<file path="src/verilog/soc_defs.svh">
// widths, address map, host command codes and fifo/ram depths
`ifndef SOC_DEFS_SVH
`define SOC_DEFS_SVH

`define WORD_W       32
`define ADDR_W       32
`define RAM_AW       10
`define RAM_DEPTH    1024
`define FIFO_DEPTH   8

// cpu address map
`define MEM_BASE     32'h0002_0000
`define REG_UART_IN  32'h0001_0001 // pop inbound uart word
`define REG_IN_STAT  32'h0001_0002 // inbound not empty
`define REG_UART_OUT 32'h0001_0004 // push outbound uart word
`define REG_OUT_STAT 32'h0001_0005 // outbound not full

// host commands, code in the low half of the word
`define CMD_BOOT     16'd99
`define CMD_POLL     16'd1
`define CMD_SEND     16'd2
`define CMD_MEMRD    16'd8

`define POLL_EMPTY   32'hffff_ffff

`endif

</file>
<file path="src/verilog/soc_pkg.sv">
// word and address types, host controller and cpu decoder state enums
`include "soc_defs.svh"

package soc_pkg;

   typedef logic [`WORD_W-1:0] word_t;
   typedef logic [`ADDR_W-1:0] addr_t;
   typedef logic [`RAM_AW-1:0] ram_addr_t;

   typedef enum logic [3:0] {
      H_IDLE,        // waiting for a command word
      H_BOOT_COUNT,
      H_BOOT_DATA,
      H_BOOT_WR,
      H_BOOT_RD,     // read-back of the word just written
      H_MEMRD_ADDR,
      H_MEMRD_RD,
      H_SEND_DATA,
      H_POLL
   } host_state_t;

   typedef enum logic [1:0] {
      C_IDLE,
      C_MEM,         // memory access through the arbiter
      C_DONE         // reply held until the strobe falls
   } cpu_state_t;

endpackage

</file>
<file path="src/verilog/mem_bus_if.sv">
// memory request channel from one master to the arbiter, with modports
interface mem_bus_if import soc_pkg::*; ();

   logic      req;
   logic      we;
   ram_addr_t addr;
   word_t     wdata;
   logic      ack;
   word_t     rdata; // valid while ack is high

   modport master (
      output req,
      output we,
      output addr,
      output wdata,
      input  ack,
      input  rdata
   );

   modport arbiter (
      input  req,
      input  we,
      input  addr,
      input  wdata,
      output ack,
      output rdata
   );

endinterface

</file>
<file path="src/verilog/host_cmd_ctrl.sv">
// host command fsm for bootload, memory read, uart send and uart poll
`include "soc_defs.svh"

module host_cmd_ctrl import soc_pkg::*; (
   input  logic      clk100mhz,
   input  logic      cpu_reset,
   input  logic      host_req,
   input  word_t     host_data,
   output logic      host_ack,
   output logic      reply_req,
   output word_t     reply_data,
   input  logic      reply_ack,
   mem_bus_if.master mem,
   output logic      in_wr,
   output word_t     in_wdata,
   input  logic      in_full,
   output logic      out_rd,
   input  word_t     out_rdata,
   input  logic      out_empty,
   output logic      cpu_hold
);

   host_state_t state;
   word_t       boot_count; // words still to load
   logic        wants_word;
   logic        take;
   logic        mem_start;
   logic        mem_done;

   always_comb begin
      case (state)
         H_IDLE, H_BOOT_COUNT, H_BOOT_DATA, H_MEMRD_ADDR, H_SEND_DATA:
            wants_word = 1'b1;
         default:
            wants_word = 1'b0;
      endcase
   end

   // no new word while a reply is still in flight
   assign take = wants_word && host_req && !host_ack && !reply_req && !reply_ack;

   assign mem_start = !mem.req && !mem.ack; // previous ack gone
   assign mem_done  = mem.req && mem.ack;

   always_ff @(posedge clk100mhz) begin
      if (!cpu_reset) begin
         state      <= H_IDLE;
         host_ack   <= 1'b0;
         reply_req  <= 1'b0;
         mem.req    <= 1'b0;
         mem.we     <= 1'b0;
         in_wr      <= 1'b0;
         out_rd     <= 1'b0;
         cpu_hold   <= 1'b1;   // cpu waits for the first bootload
         boot_count <= '0;
      end else begin
         in_wr  <= 1'b0;
         out_rd <= 1'b0;

         if (take)
            host_ack <= 1'b1;
         else if (!host_req)
            host_ack <= 1'b0;

         if (reply_req && reply_ack)
            reply_req <= 1'b0;

         case (state)
            H_IDLE: begin
               if (take) begin
                  case (host_data[15:0])
                     `CMD_BOOT:  state <= H_BOOT_COUNT;
                     `CMD_MEMRD: state <= H_MEMRD_ADDR;
                     `CMD_SEND:  state <= H_SEND_DATA;
                     `CMD_POLL:  state <= H_POLL;
                     default:    state <= H_IDLE; // unknown, dropped
                  endcase
               end
            end
            H_BOOT_COUNT: begin
               if (take) begin
                  boot_count <= host_data;
                  mem.addr   <= '0;
                  cpu_hold   <= host_data != '0;
                  state      <= (host_data == '0) ? H_IDLE : H_BOOT_DATA;
               end
            end
            H_BOOT_DATA: begin
               if (take) begin
                  mem.wdata <= host_data;
                  state     <= H_BOOT_WR;
               end
            end
            H_BOOT_WR: begin
               if (mem_start) begin
                  mem.req <= 1'b1;
                  mem.we  <= 1'b1;
               end else if (mem_done) begin
                  mem.req <= 1'b0;
                  state   <= H_BOOT_RD;
               end
            end
            H_BOOT_RD: begin
               if (mem_start) begin
                  mem.req <= 1'b1;
                  mem.we  <= 1'b0;
               end else if (mem_done) begin
                  mem.req    <= 1'b0;
                  reply_req  <= 1'b1;
                  reply_data <= mem.rdata; // word as stored
                  mem.addr   <= mem.addr + 1'b1;
                  boot_count <= boot_count - 1'b1;
                  if (boot_count > 1) begin
                     state <= H_BOOT_DATA;
                  end else begin
                     cpu_hold <= 1'b0; // program is in
                     state    <= H_IDLE;
                  end
               end
            end
            H_MEMRD_ADDR: begin
               if (take) begin
                  mem.addr <= host_data[`RAM_AW-1:0];
                  state    <= H_MEMRD_RD;
               end
            end
            H_MEMRD_RD: begin
               if (mem_start) begin
                  mem.req <= 1'b1;
                  mem.we  <= 1'b0;
               end else if (mem_done) begin
                  mem.req    <= 1'b0;
                  reply_req  <= 1'b1;
                  reply_data <= mem.rdata;
                  state      <= H_IDLE;
               end
            end
            H_SEND_DATA: begin
               if (take) begin
                  in_wr    <= !in_full; // word lost when full
                  in_wdata <= host_data;
                  state    <= H_IDLE;
               end
            end
            H_POLL: begin
               reply_req  <= 1'b1;
               reply_data <= out_empty ? `POLL_EMPTY : out_rdata;
               out_rd     <= !out_empty;
               state      <= H_IDLE;
            end
            default: state <= H_IDLE;
         endcase
      end
   end

   a_reply_stable: assert property (@(posedge clk100mhz) disable iff (!cpu_reset)
      reply_req |=> !reply_req || $stable(reply_data));

endmodule

</file>
<file path="src/flat_wrapper.sv">
// flat-port wrapper written by rule: the top's interface ports become plain ports
module host_cmd_ctrl_flat import soc_pkg::*;
  (clk100mhz, cpu_reset, host_req, host_data, host_ack, reply_req, reply_data, reply_ack, in_wr, in_wdata, in_full, out_rd, out_rdata, out_empty, cpu_hold, mem_req, mem_we, mem_addr, mem_wdata, mem_ack, mem_rdata);
  mem_bus_if mem_i ();
  input  logic clk100mhz;
  input  logic cpu_reset;
  input  logic host_req;
  input  word_t host_data;
  output logic host_ack;
  output logic reply_req;
  output word_t reply_data;
  input  logic reply_ack;
  output logic in_wr;
  output word_t in_wdata;
  input  logic in_full;
  output logic out_rd;
  input  word_t out_rdata;
  input  logic out_empty;
  output logic cpu_hold;
  output wire logic [$bits(mem_i.req)-1:0] mem_req;
  output wire logic [$bits(mem_i.we)-1:0] mem_we;
  output wire logic [$bits(mem_i.addr)-1:0] mem_addr;
  output wire logic [$bits(mem_i.wdata)-1:0] mem_wdata;
  input wire logic [$bits(mem_i.ack)-1:0] mem_ack;
  input wire logic [$bits(mem_i.rdata)-1:0] mem_rdata;
  assign mem_req = mem_i.req;
  assign mem_we = mem_i.we;
  assign mem_addr = mem_i.addr;
  assign mem_wdata = mem_i.wdata;
  assign mem_i.ack = mem_ack;
  assign mem_i.rdata = mem_rdata;
  host_cmd_ctrl u_core (.clk100mhz(clk100mhz), .cpu_reset(cpu_reset), .host_req(host_req), .host_data(host_data), .host_ack(host_ack), .reply_req(reply_req), .reply_data(reply_data), .reply_ack(reply_ack), .mem(mem_i), .in_wr(in_wr), .in_wdata(in_wdata), .in_full(in_full), .out_rd(out_rd), .out_rdata(out_rdata), .out_empty(out_empty), .cpu_hold(cpu_hold));
endmodule
</file>
<file path="config.mk">
export PLATFORM = sky130hd
export DESIGN_NAME = host_cmd_ctrl_flat
export DESIGN_NICKNAME = d
export VERILOG_FILES = /design/src/verilog/soc_pkg.sv /design/src/verilog/mem_bus_if.sv /design/src/verilog/host_cmd_ctrl.sv /design/src/flat_wrapper.sv
export VERILOG_INCLUDE_DIRS = /design/src /design/src/verilog
export SDC_FILE = /design/constraint.sdc
export NUM_CORES = 1
export LEC_CHECK = 0
export ABC_CLOCK_PERIOD_IN_PS = 7870
export BUFFER_PORTS_ARGS = -buffer_cell sky130_fd_sc_hd__buf_2
export CORE_UTILIZATION = 30
export DETAILED_ROUTE_END_ITERATION = 16
export GPL_ROUTABILITY_DRIVEN = 1
export PLACE_DENSITY_LB_ADDON = 0.15
export SLEW_MARGIN = 20
export SYNTH_ARGS = -nofsm -noshare
export SYNTH_HDL_FRONTEND = slang
export SYNTH_SLANG_ARGS = --single-unit
export TNS_END_PERCENT = 100
</file>
<file path="constraint.sdc">
create_clock -name clk100mhz -period 7.87 [get_ports clk100mhz]
set_input_delay 1.574 -clock clk100mhz [delete_from_list [all_inputs] [get_ports clk100mhz]]
set_output_delay 1.574 -clock clk100mhz [all_outputs]
set_load 0.01 [all_outputs]
</file>
==> flow_summary.ini, run 1 <==
[placement]
dp_hpwl_um = 13250
io_buffers = 215
placed_cells = 1118
placedInstanceArea_um2 = 8210
gp_congestion = 0.7696

[clocking]
path_clk_slew_ps = 70
clockBufferDepth = 2
cts_sinks = 149
cts_tree = done
cts_hold_buf = 0
cts-root-buf = clkbuf_16
clkLatencyLatePin_ps = 420
cts_post_setup_buffers_inserted = 0
cts_resized = 0
cts_made_buffers = 17
htree_levels = 4

[yosys]
synth_fp_nets = 759
syn_inst = 651
ys_top_cells_by_area = edfxtp_1 (47%), dfxtp_1 (13%), nor2_1 (5.3%)
ys_async_sr_fraction_pct = 0
yosysSeqAreaShare_pct = 59.09
synthAdderAreaFrac_pct = 0.9141
yosysUniqueCellTypes = 70
synth_top_family_by_area = simple AND/OR/NAND/NOR gates
ys.flop_type = edfxtp_1
synth-xor-area-share_pct = 1.152
synth-edff-count = 106
synth_mux_area_share_pct = 0.2925
yosys_warnings = 0
synth_seq_cells = 149
yosys.area.top_type = edfxtp_1
synth_area_per_cell_um2 = 10.51
synth_top_area_share_pct = 46.51
synth-compound-area-share_pct = 15.43
syn_area_um2 = 6844
synth-simple-area-share_pct = 20.20

[die]
core_area_um2 = 22090
die_h_um = 153.0
rows = 54
start_util_pct = 30.98
die-area_um2 = 23420
io_pins = 216
die_x_um = 153.0

[sta]
rsz0062_at_grt = false
timing.fmax_mhz = 283.6
slew_headroom_pct = 35.66
period_share_pct = 44.81
fin_crit_ps = 3527
setup_viol = 0
tightest_slew_ps = 963.1
slew_violations = 0
hold_viol_final = 0
setup-tns-final_ps = 0
finClkSkew_ps = 10.44

[grt]
grt_util_all_layers_pct = 17.03
grt_antenna_before_repair = 0
grt_pass1_wl_um = 31110
grt_pass1_vias = 5479
grt-ovfl-total = 0
grt_max_degree = 66

[power]
netSwitchingFraction_pct = 22.76
p_leak_nw = 3.437
clkPwrFrac_pct = 44.8
combPwrFrac_pct = 5.6
pwr_density_cell_nw_per_um2 = 194.7
switchingPower_uw = 387.7
irDropWorstVdd_v = 0.0001287
internal_power_mw = 1.316
p_seq_share_pct = 49.6

[critical_path]
crit_fanout = 35
reg2reg_from = u_core.state[2]
worstSetupStartpointType = primary input
critPathCaptureType = flop
cp-startpoint = mem_ack
max_stage_delay_ps = 770
critPathKind = in2reg
worstPathArrival_ps = 3560
cpMaxStageDelayCell = a21boi_1
cp_cell_sequence = buf_2 -> inv_1 -> ha_1 -> nor2b_1 -> a22oi_2 -> buf_4 -> a21boi_1
worstPathRequired_ps = 7910

[route]
antenna_left = 0
via_per_inst = 4.982
dr.pass1.iters = 5
routed_wl_um = 19380
drc = 0
wl_per_cell_um = 16.86
num_vias = 5724
first_iter_violations = 295

[finish]
areaGrowthSynthToFinish_pct = 27.88
final_cells = 1149
regArea_um2 = 4044
postLayoutCellArea_um2 = 8752
nets = 965
drive_gt1_share_pct = 32.11
antenna-diode-count = 0
multi_input_area_um2 = 2631
fill_cells = 2213
utilization_pct = 39.61

[min_path]
min_path_type = reg2reg
min_from = u_core.mem.we

[status]
outcome = complete, no violations

[job]
maxCapViolCount = 0
cells in the mapped netlist (5+ instances only):
| master | instances |
|---|---|
| and2_1 | 6 |
| o21ai_0 | 41 |
| or3_1 | 7 |
| edfxtp_1 | 106 |
| nand2_1 | 56 |
| xnor2_1 | 5 |
| nor4_1 | 19 |
| nor2b_1 | 8 |
| nor2_1 | 97 |
| a21boi_0 | 10 |
| clkbuf_1 | 34 |
| dfxtp_1 | 43 |
| o211ai_1 | 5 |
| nand4_1 | 7 |
| a21oi_1 | 51 |
| a311oi_1 | 5 |
| a31oi_1 | 5 |
| ha_1 | 5 |
| inv_1 | 11 |
| nor3_1 | 19 |
| nand3_1 | 17 |
state kept, by name (all words and copies together), names as in the netlist:
| name | flops |
|---|---|
| u_core.state | 4 |
| u_core.reply_req | 1 |
| u_core.reply_data | 32 |
| u_core.out_rd | 1 |
| u_core.cpu_hold | 1 |
| u_core.in_wdata | 32 |
| u_core.host_ack | 1 |
| u_core.mem.req | 1 |
| u_core.in_wr | 1 |
| u_core.mem.wdata | 32 |
| u_core.mem.we | 1 |
| u_core.mem.addr | 10 |
| u_core.boot_count | 32 |
logic make-up after synthesis:
kind of cell | Yosys count
buffers and inverters | 48
AOI/OAI and AO/OA | 165
DFF | 149
adders and majority gates | 5
muxes | 2
and+or+nand+nor | 273
xor gates and xnor gates | 9
layout make-up:
type	instances	area share [%]
sequential	149	46.20
multi-input combinational	454	30.06
timing repair buffer	224	13.07
clock buffer	20	4.989
tap	280	4.003
clock inverter	11	1.201
inverter	11	0.4718
metal layers:
metal  global-route usage, %  wire length, um  vias up
met5                       0                0        -
met4                   5.147              231        0
met3                   3.572              851       15
met2                   26.83             8883      158
met1                   23.43             9410     2689
li1                        -                -     2862
metrics by stage:
step                setup WS, ps  hold slack (ps)  total power, mW
finish                      4343            475.2            1.704
global route                4144            504.3            1.776
CTS                         4333            482.7            1.729
detailed placement          3855            473.0           0.9577
global placement            3925            466.0           0.9568
floorplan                   2158            438.2           0.9060
power by group through the flow:
stage / combinational [mW] / clock (mW) / sequential (mW)
5_1_grt: 0.107 / 0.824 / 0.845
3_3_place_gp: 0.0949 / 0 / 0.862
4_1_cts: 0.0960 / 0.788 / 0.845
2_1_floorplan: 0.0449 / 0 / 0.861
6_report: 0.0947 / 0.764 / 0.845
3_5_place_dp: 0.0958 / 0 / 0.862
final timing paths:
kind | end | slack (ps) | depth (start not counted)
min | u_core.mem.we | 480 | 2
min reg2reg | u_core.mem.we | 480 | 2
max | u_core.mem.addr[0] | 4340 | 7
max reg2reg | u_core.mem.addr[0] | 4890 | 5
cells in the final DEF, fill, tap and decap left out, types with 10 or more instances in the layout:
cell,count
inv_1,11
edfxtp_1,106
o21ai_0,41
dfxtp_1,43
nor2_1,97
nand2_1,56
a21boi_0,10
clkbuf_16,17
nor3_1,18
nor4_1,18
buf_2,215
nand3_1,17
a21oi_1,51
critical path: cells and delay by family:
kind | cells | cell delay, ps
adders and majority gates | 1 | 240
AOI/OAI and AO/OA | 2 | 920
and+or+nand+nor | 1 | 410
buffers and inverters | 3 | 420
(Power assumes the default switching activity.)
==> inputs of run 2 (changes only) <==
- ABC_AREA: default -> 1
- ABC_CLOCK_PERIOD_IN_PS: 7870 -> 3240
- clock period: 7.87 -> 3.24 ns (I/O delays scaled with it)
==> flow_summary.ini, run 2 <==
[placement]
gp_congestion = 0.8336
placed_cells = 1312
io_buffers = 215
dp_hpwl_um = 15650
dp_worst_setup_slack_ps = 944.2
placedInstanceArea_um2 = 8564

[finish]
final_common_cell = buf_2
final_cell_mix = buf_2 (215), nand2_1 (181), nor2_1 (124)
areaGrowthSynthToFinish_pct = 28.69
drive_gt1_share_pct = 28.23
antenna-diode-count = 0
nets = 1126
fill_cells = 2351
regArea_um2 = 4044
utilization_pct = 39.90
final_cells = 1344
multi_input_area_um2 = 2620
postLayoutCellArea_um2 = 9143

[grt]
grt_util_all_layers_pct = 17.71
grt_antenna_before_repair = 0
grt_max_degree = 53
grt-ovfl-total = 0
grt_pass1_wl_um = 32640
grt_pass1_vias = 5924

[yosys]
synth_seq_cells = 149
synth-edff-count = 106
synth_top_area_share_pct = 44.80
synth_area_per_cell_um2 = 8.925
ys.flop_type = edfxtp_1
synth_fp_nets = 904
syn_area_um2 = 7104
yosysSeqAreaShare_pct = 56.92
synthTopCellsByCount = nand2_1 (181), nor2_1 (125), edfxtp_1 (106)
syn_inst = 796
synth_most_common_cell = nand2_1
ys_top_cells_by_area = edfxtp_1 (45%), dfxtp_1 (12%), nand2_1 (9.6%)
ys_async_sr_fraction_pct = 0
yosys_warnings = 0
yosysUniqueCellTypes = 37
yosys.area.top_type = edfxtp_1

[job]
maxCapViolCount = 0

[route]
antenna_left = 0
routed_wl_um = 21040
first_iter_violations = 464
dr.pass1.iters = 5
via_per_inst = 4.620
num_vias = 6209
drc = 0
wl_per_cell_um = 15.65

[power]
total_power_mw = 4.546
irDropWorstVdd_v = 0.0003316
p_leak_nw = 3.947
pwr_density_cell_nw_per_um2 = 497.2

[clocking]
cts_tree = done
cts_resized = 0
cts_post_setup_buffers_inserted = 0
cts_made_buffers = 17
cts_hold_buf = 0
clockBufferDepth = 2
cts-root-buf = clkbuf_16
htree_levels = 4
path_clk_slew_ps = 70
clkLatencyLatePin_ps = 430
cts_sinks = 149

[die]
die_h_um = 155.9
rows = 55
io_pins = 216
core_area_um2 = 22920
die_x_um = 155.9
die-area_um2 = 24300
start_util_pct = 31.00

[sta]
setup_viol = 0
period_share_pct = 68.59
fin_hold_ws_ps = 380.6
tightest_slew_ps = 571.3
timing.fmax_mhz = 450.0
setup-tns-final_ps = 0
slew_violations = 0
setup_slack_ps = 1018
hold_viol_final = 0
fin_crit_ps = 2222
slew_headroom_pct = 61.62
finClkSkew_ps = 7.718
rsz0062_at_grt = false

[critical_path]
worstPathArrival_ps = 2580
worstSetupStartpointType = flop
worstPathRequired_ps = 3600
critPathCaptureType = flop
critPathKind = reg2reg
crit_fanout = 36

[status]
outcome = complete, no violations

[min_path]
min_path_type = in2reg
[run 2: power breakdown]
group,total [mW],switching (mW),internal [mW]
sequential,2.07,0.0164,2.05
clock,1.98,0.880,1.10
combinational,0.497,0.315,0.182
[run 2: cells by family (layout without fill, tap and decap cells)]
logic type	after synthesis	in the layout	share of synthesized area, %
compound gates	139	139	12.35
xor+xnor	2	2	0.2466
fa+ha+maj	5	5	0.8806
buf+inv	113	348	6.622
flops	149	149	56.92
simple gates	388	388	22.98
[run 2: final cells by class]
type,instances,share of cell area [%]
clock buffer,18,4.804
timing repair buffer,228,12.84
sequential,149,44.23
multi-input combinational,534,28.66
clock inverter,14,1.519
inverter,88,3.668
tap,313,4.284
[run 2: final timing paths]
kind              depth (start not counted)               endpoint                  from  slack, ps
setup / recovery                          9  u_core.boot_count[11]       u_core.state[0]       1020
hold / removal                            2           u_core.in_wr               in_full        380
setup reg to reg                          9  u_core.boot_count[11]       u_core.state[0]       1020
hold reg to reg                           2   u_core.boot_count[6]  u_core.boot_count[6]        480
[run 2: worst max-delay path, stage by stage, from the launching register on]
cell and delay [ps]:
dfxtp_1 440, nor2_1 130, nand2_4 410, clkinv_4 150
nor2_4 150, inv_2 60, nand3_4 190, buf_4 340
o21ai_0 140, a21oi_1 140
[run 2: per-layer routing]
metal / vias up / GRT usage [%] / share of wire (%)
li1: 3134 / - / -
met1: 2846 / 22.61 / 46
met2: 218 / 29.85 / 47
met3: 11 / 4.583 / 6.6
met4: 0 / 4.202 / 0.60
met5: - / 0 / 0
==> inputs of run 3 (changes only) <==
- ABC_CLOCK_PERIOD_IN_PS: 3240 -> 2250
- clock period: 3.24 -> 2.25 ns (I/O delays scaled with it)
==> flow_summary.ini, run 3 (synthesis gave the netlist of run 2 again) <==
[status]
outcome = complete, no violations

[placement]
dp_hpwl_um = 15850
placed_cells = 1318
gp_congestion = 0.8340
io_buffers = 215

[min_path]
min_from = in_full
hold_path_depth = 2
min_path_type = in2reg
min_to = u_core.in_wr

[finish]
drive_gt1_share_pct = 28.54
nets = 1132
final_common_cell = buf_2
final_cell_mix = buf_2 (215), nand2_1 (181), nor2_1 (124)
areaGrowthSynthToFinish_pct = 31.40
fill_cells = 2387
utilization_pct = 40.74
final_cells = 1350
multi_input_area_um2 = 2620
antenna-diode-count = 0
regArea_um2 = 4044

[sta]
period_share_pct = 87.74
hold_viol_final = 0
finClkSkew_ps = 12.75
rsz0062_at_grt = false
slew_violations = 0
fin_hold_ws_ps = 224.8
tightest_slew_ps = 538.7
timing.fmax_mhz = 506.5
fin_crit_ps = 1974
setup-tns-final_ps = 0
slew_headroom_pct = 64.03
setup_viol = 0

[critical_path]
rr_endpoint = u_core.mem.wdata[31]
rrSetupSlack_ps = 280
crit_fanout = 17
critPathCaptureType = flop
r2r_cells = 9
worstSetupStartpointType = flop
worstPathRequired_ps = 2360
critPathKind = reg2reg
reg2reg_from = u_core.state[2]
worstPathArrival_ps = 2090

[power]
total_power_mw = 7.005
irDropWorstVdd_v = 0.0005255
p_leak_nw = 4.043
pwr_density_cell_nw_per_um2 = 750.3

[die]
die-area_um2 = 24300
io_pins = 216
die_x_um = 155.9
die_h_um = 155.9
start_util_pct = 31.00
core_area_um2 = 22920
rows = 55

[clocking]
clkLatencyLatePin_ps = 430
cts_tree = done
cts-root-buf = clkbuf_16
cts_hold_buf = 0
cts_post_setup_buffers_inserted = 0
path_clk_slew_ps = 60
clockBufferDepth = 2
cts_made_buffers = 17
cts_resized = 0
htree_levels = 4
cts_sinks = 149

[grt]
grt_pass1_wl_um = 32130
grt_pass1_vias = 5897
grt_antenna_before_repair = 0
grt_max_degree = 40
use_met1_pct = 22.73
grtUsageMet2_pct = 29.44
grt-ovfl-total = 0
met3_usage_pct = 3.917
grt_busiest_layer = met2
grt_util_all_layers_pct = 17.54

[route]
antenna_left = 0
num_vias = 6180
wl_per_cell_um = 15.56
first_iter_violations = 382
routed_wl_um = 21010
via_per_inst = 4.578
dr.pass1.iters = 5
drc = 0

[job]
maxCapViolCount = 0
==> run 3: final cells by class <==
cell class	count	area share, %
sequential	149	43.32
multi-input combinational	534	28.07
timing repair buffer	234	13.59
clock buffer	17	4.557
tap	313	4.195
inverter	88	3.592
clock inverter	15	2.681
==> run 3: per-layer routing <==
| metal | part of all wire, % | vias up |
|---|---|---|
| met5 | 0 | - |
| met4 | 0.92 | 0 |
| met3 | 5.5 | 13 |
| met2 | 47 | 195 |
| met1 | 47 | 2827 |
| li1 | - | 3145 |
==> run 3: where the power goes <==
group	total [mW]	internal, mW	switching, mW
sequential	2.98	2.96	0.0235
combinational	0.738	0.276	0.462
clock	3.29	2.09	1.19
total	7.00	5.33	1.68
==> run 3: how the worst max path moves through the flow <==
stage                          startpoint                    to  slack [ps]  depth (start not counted)
final                     u_core.state[2]  u_core.mem.wdata[31]         280                          9
after global routing      u_core.state[2]  u_core.mem.wdata[31]          30                          9
after CTS                 u_core.state[2]  u_core.mem.wdata[31]         240                          9
after detailed placement        reply_ack  u_core.mem.wdata[31]         240                          9
after global placement          reply_ack  u_core.mem.wdata[31]         290                          9
after floorplan           u_core.state[2]   u_core.mem.wdata[0]          20                          8
==> run 3: critical path: stages, from the launching register on <==
cell and delay (ps):
dfxtp_1 440, inv_2 80, nor2_4 150, nand2_1 90
o21ai_0 80, nand2_1 90, inv_1 80, nand2_1 140
nor3_4 210, buf_4 290
==> run 3: through the flow <==
stage / instance area, um^2 / worst slack, ps
finish: 9335 / 275.8
global route: 9335 / 25.10
CTS: 9335 / 236.5
detailed placement: 8660 / 243.3
global placement: 8660 / 294.9
floorplan: 7134 / 18.95
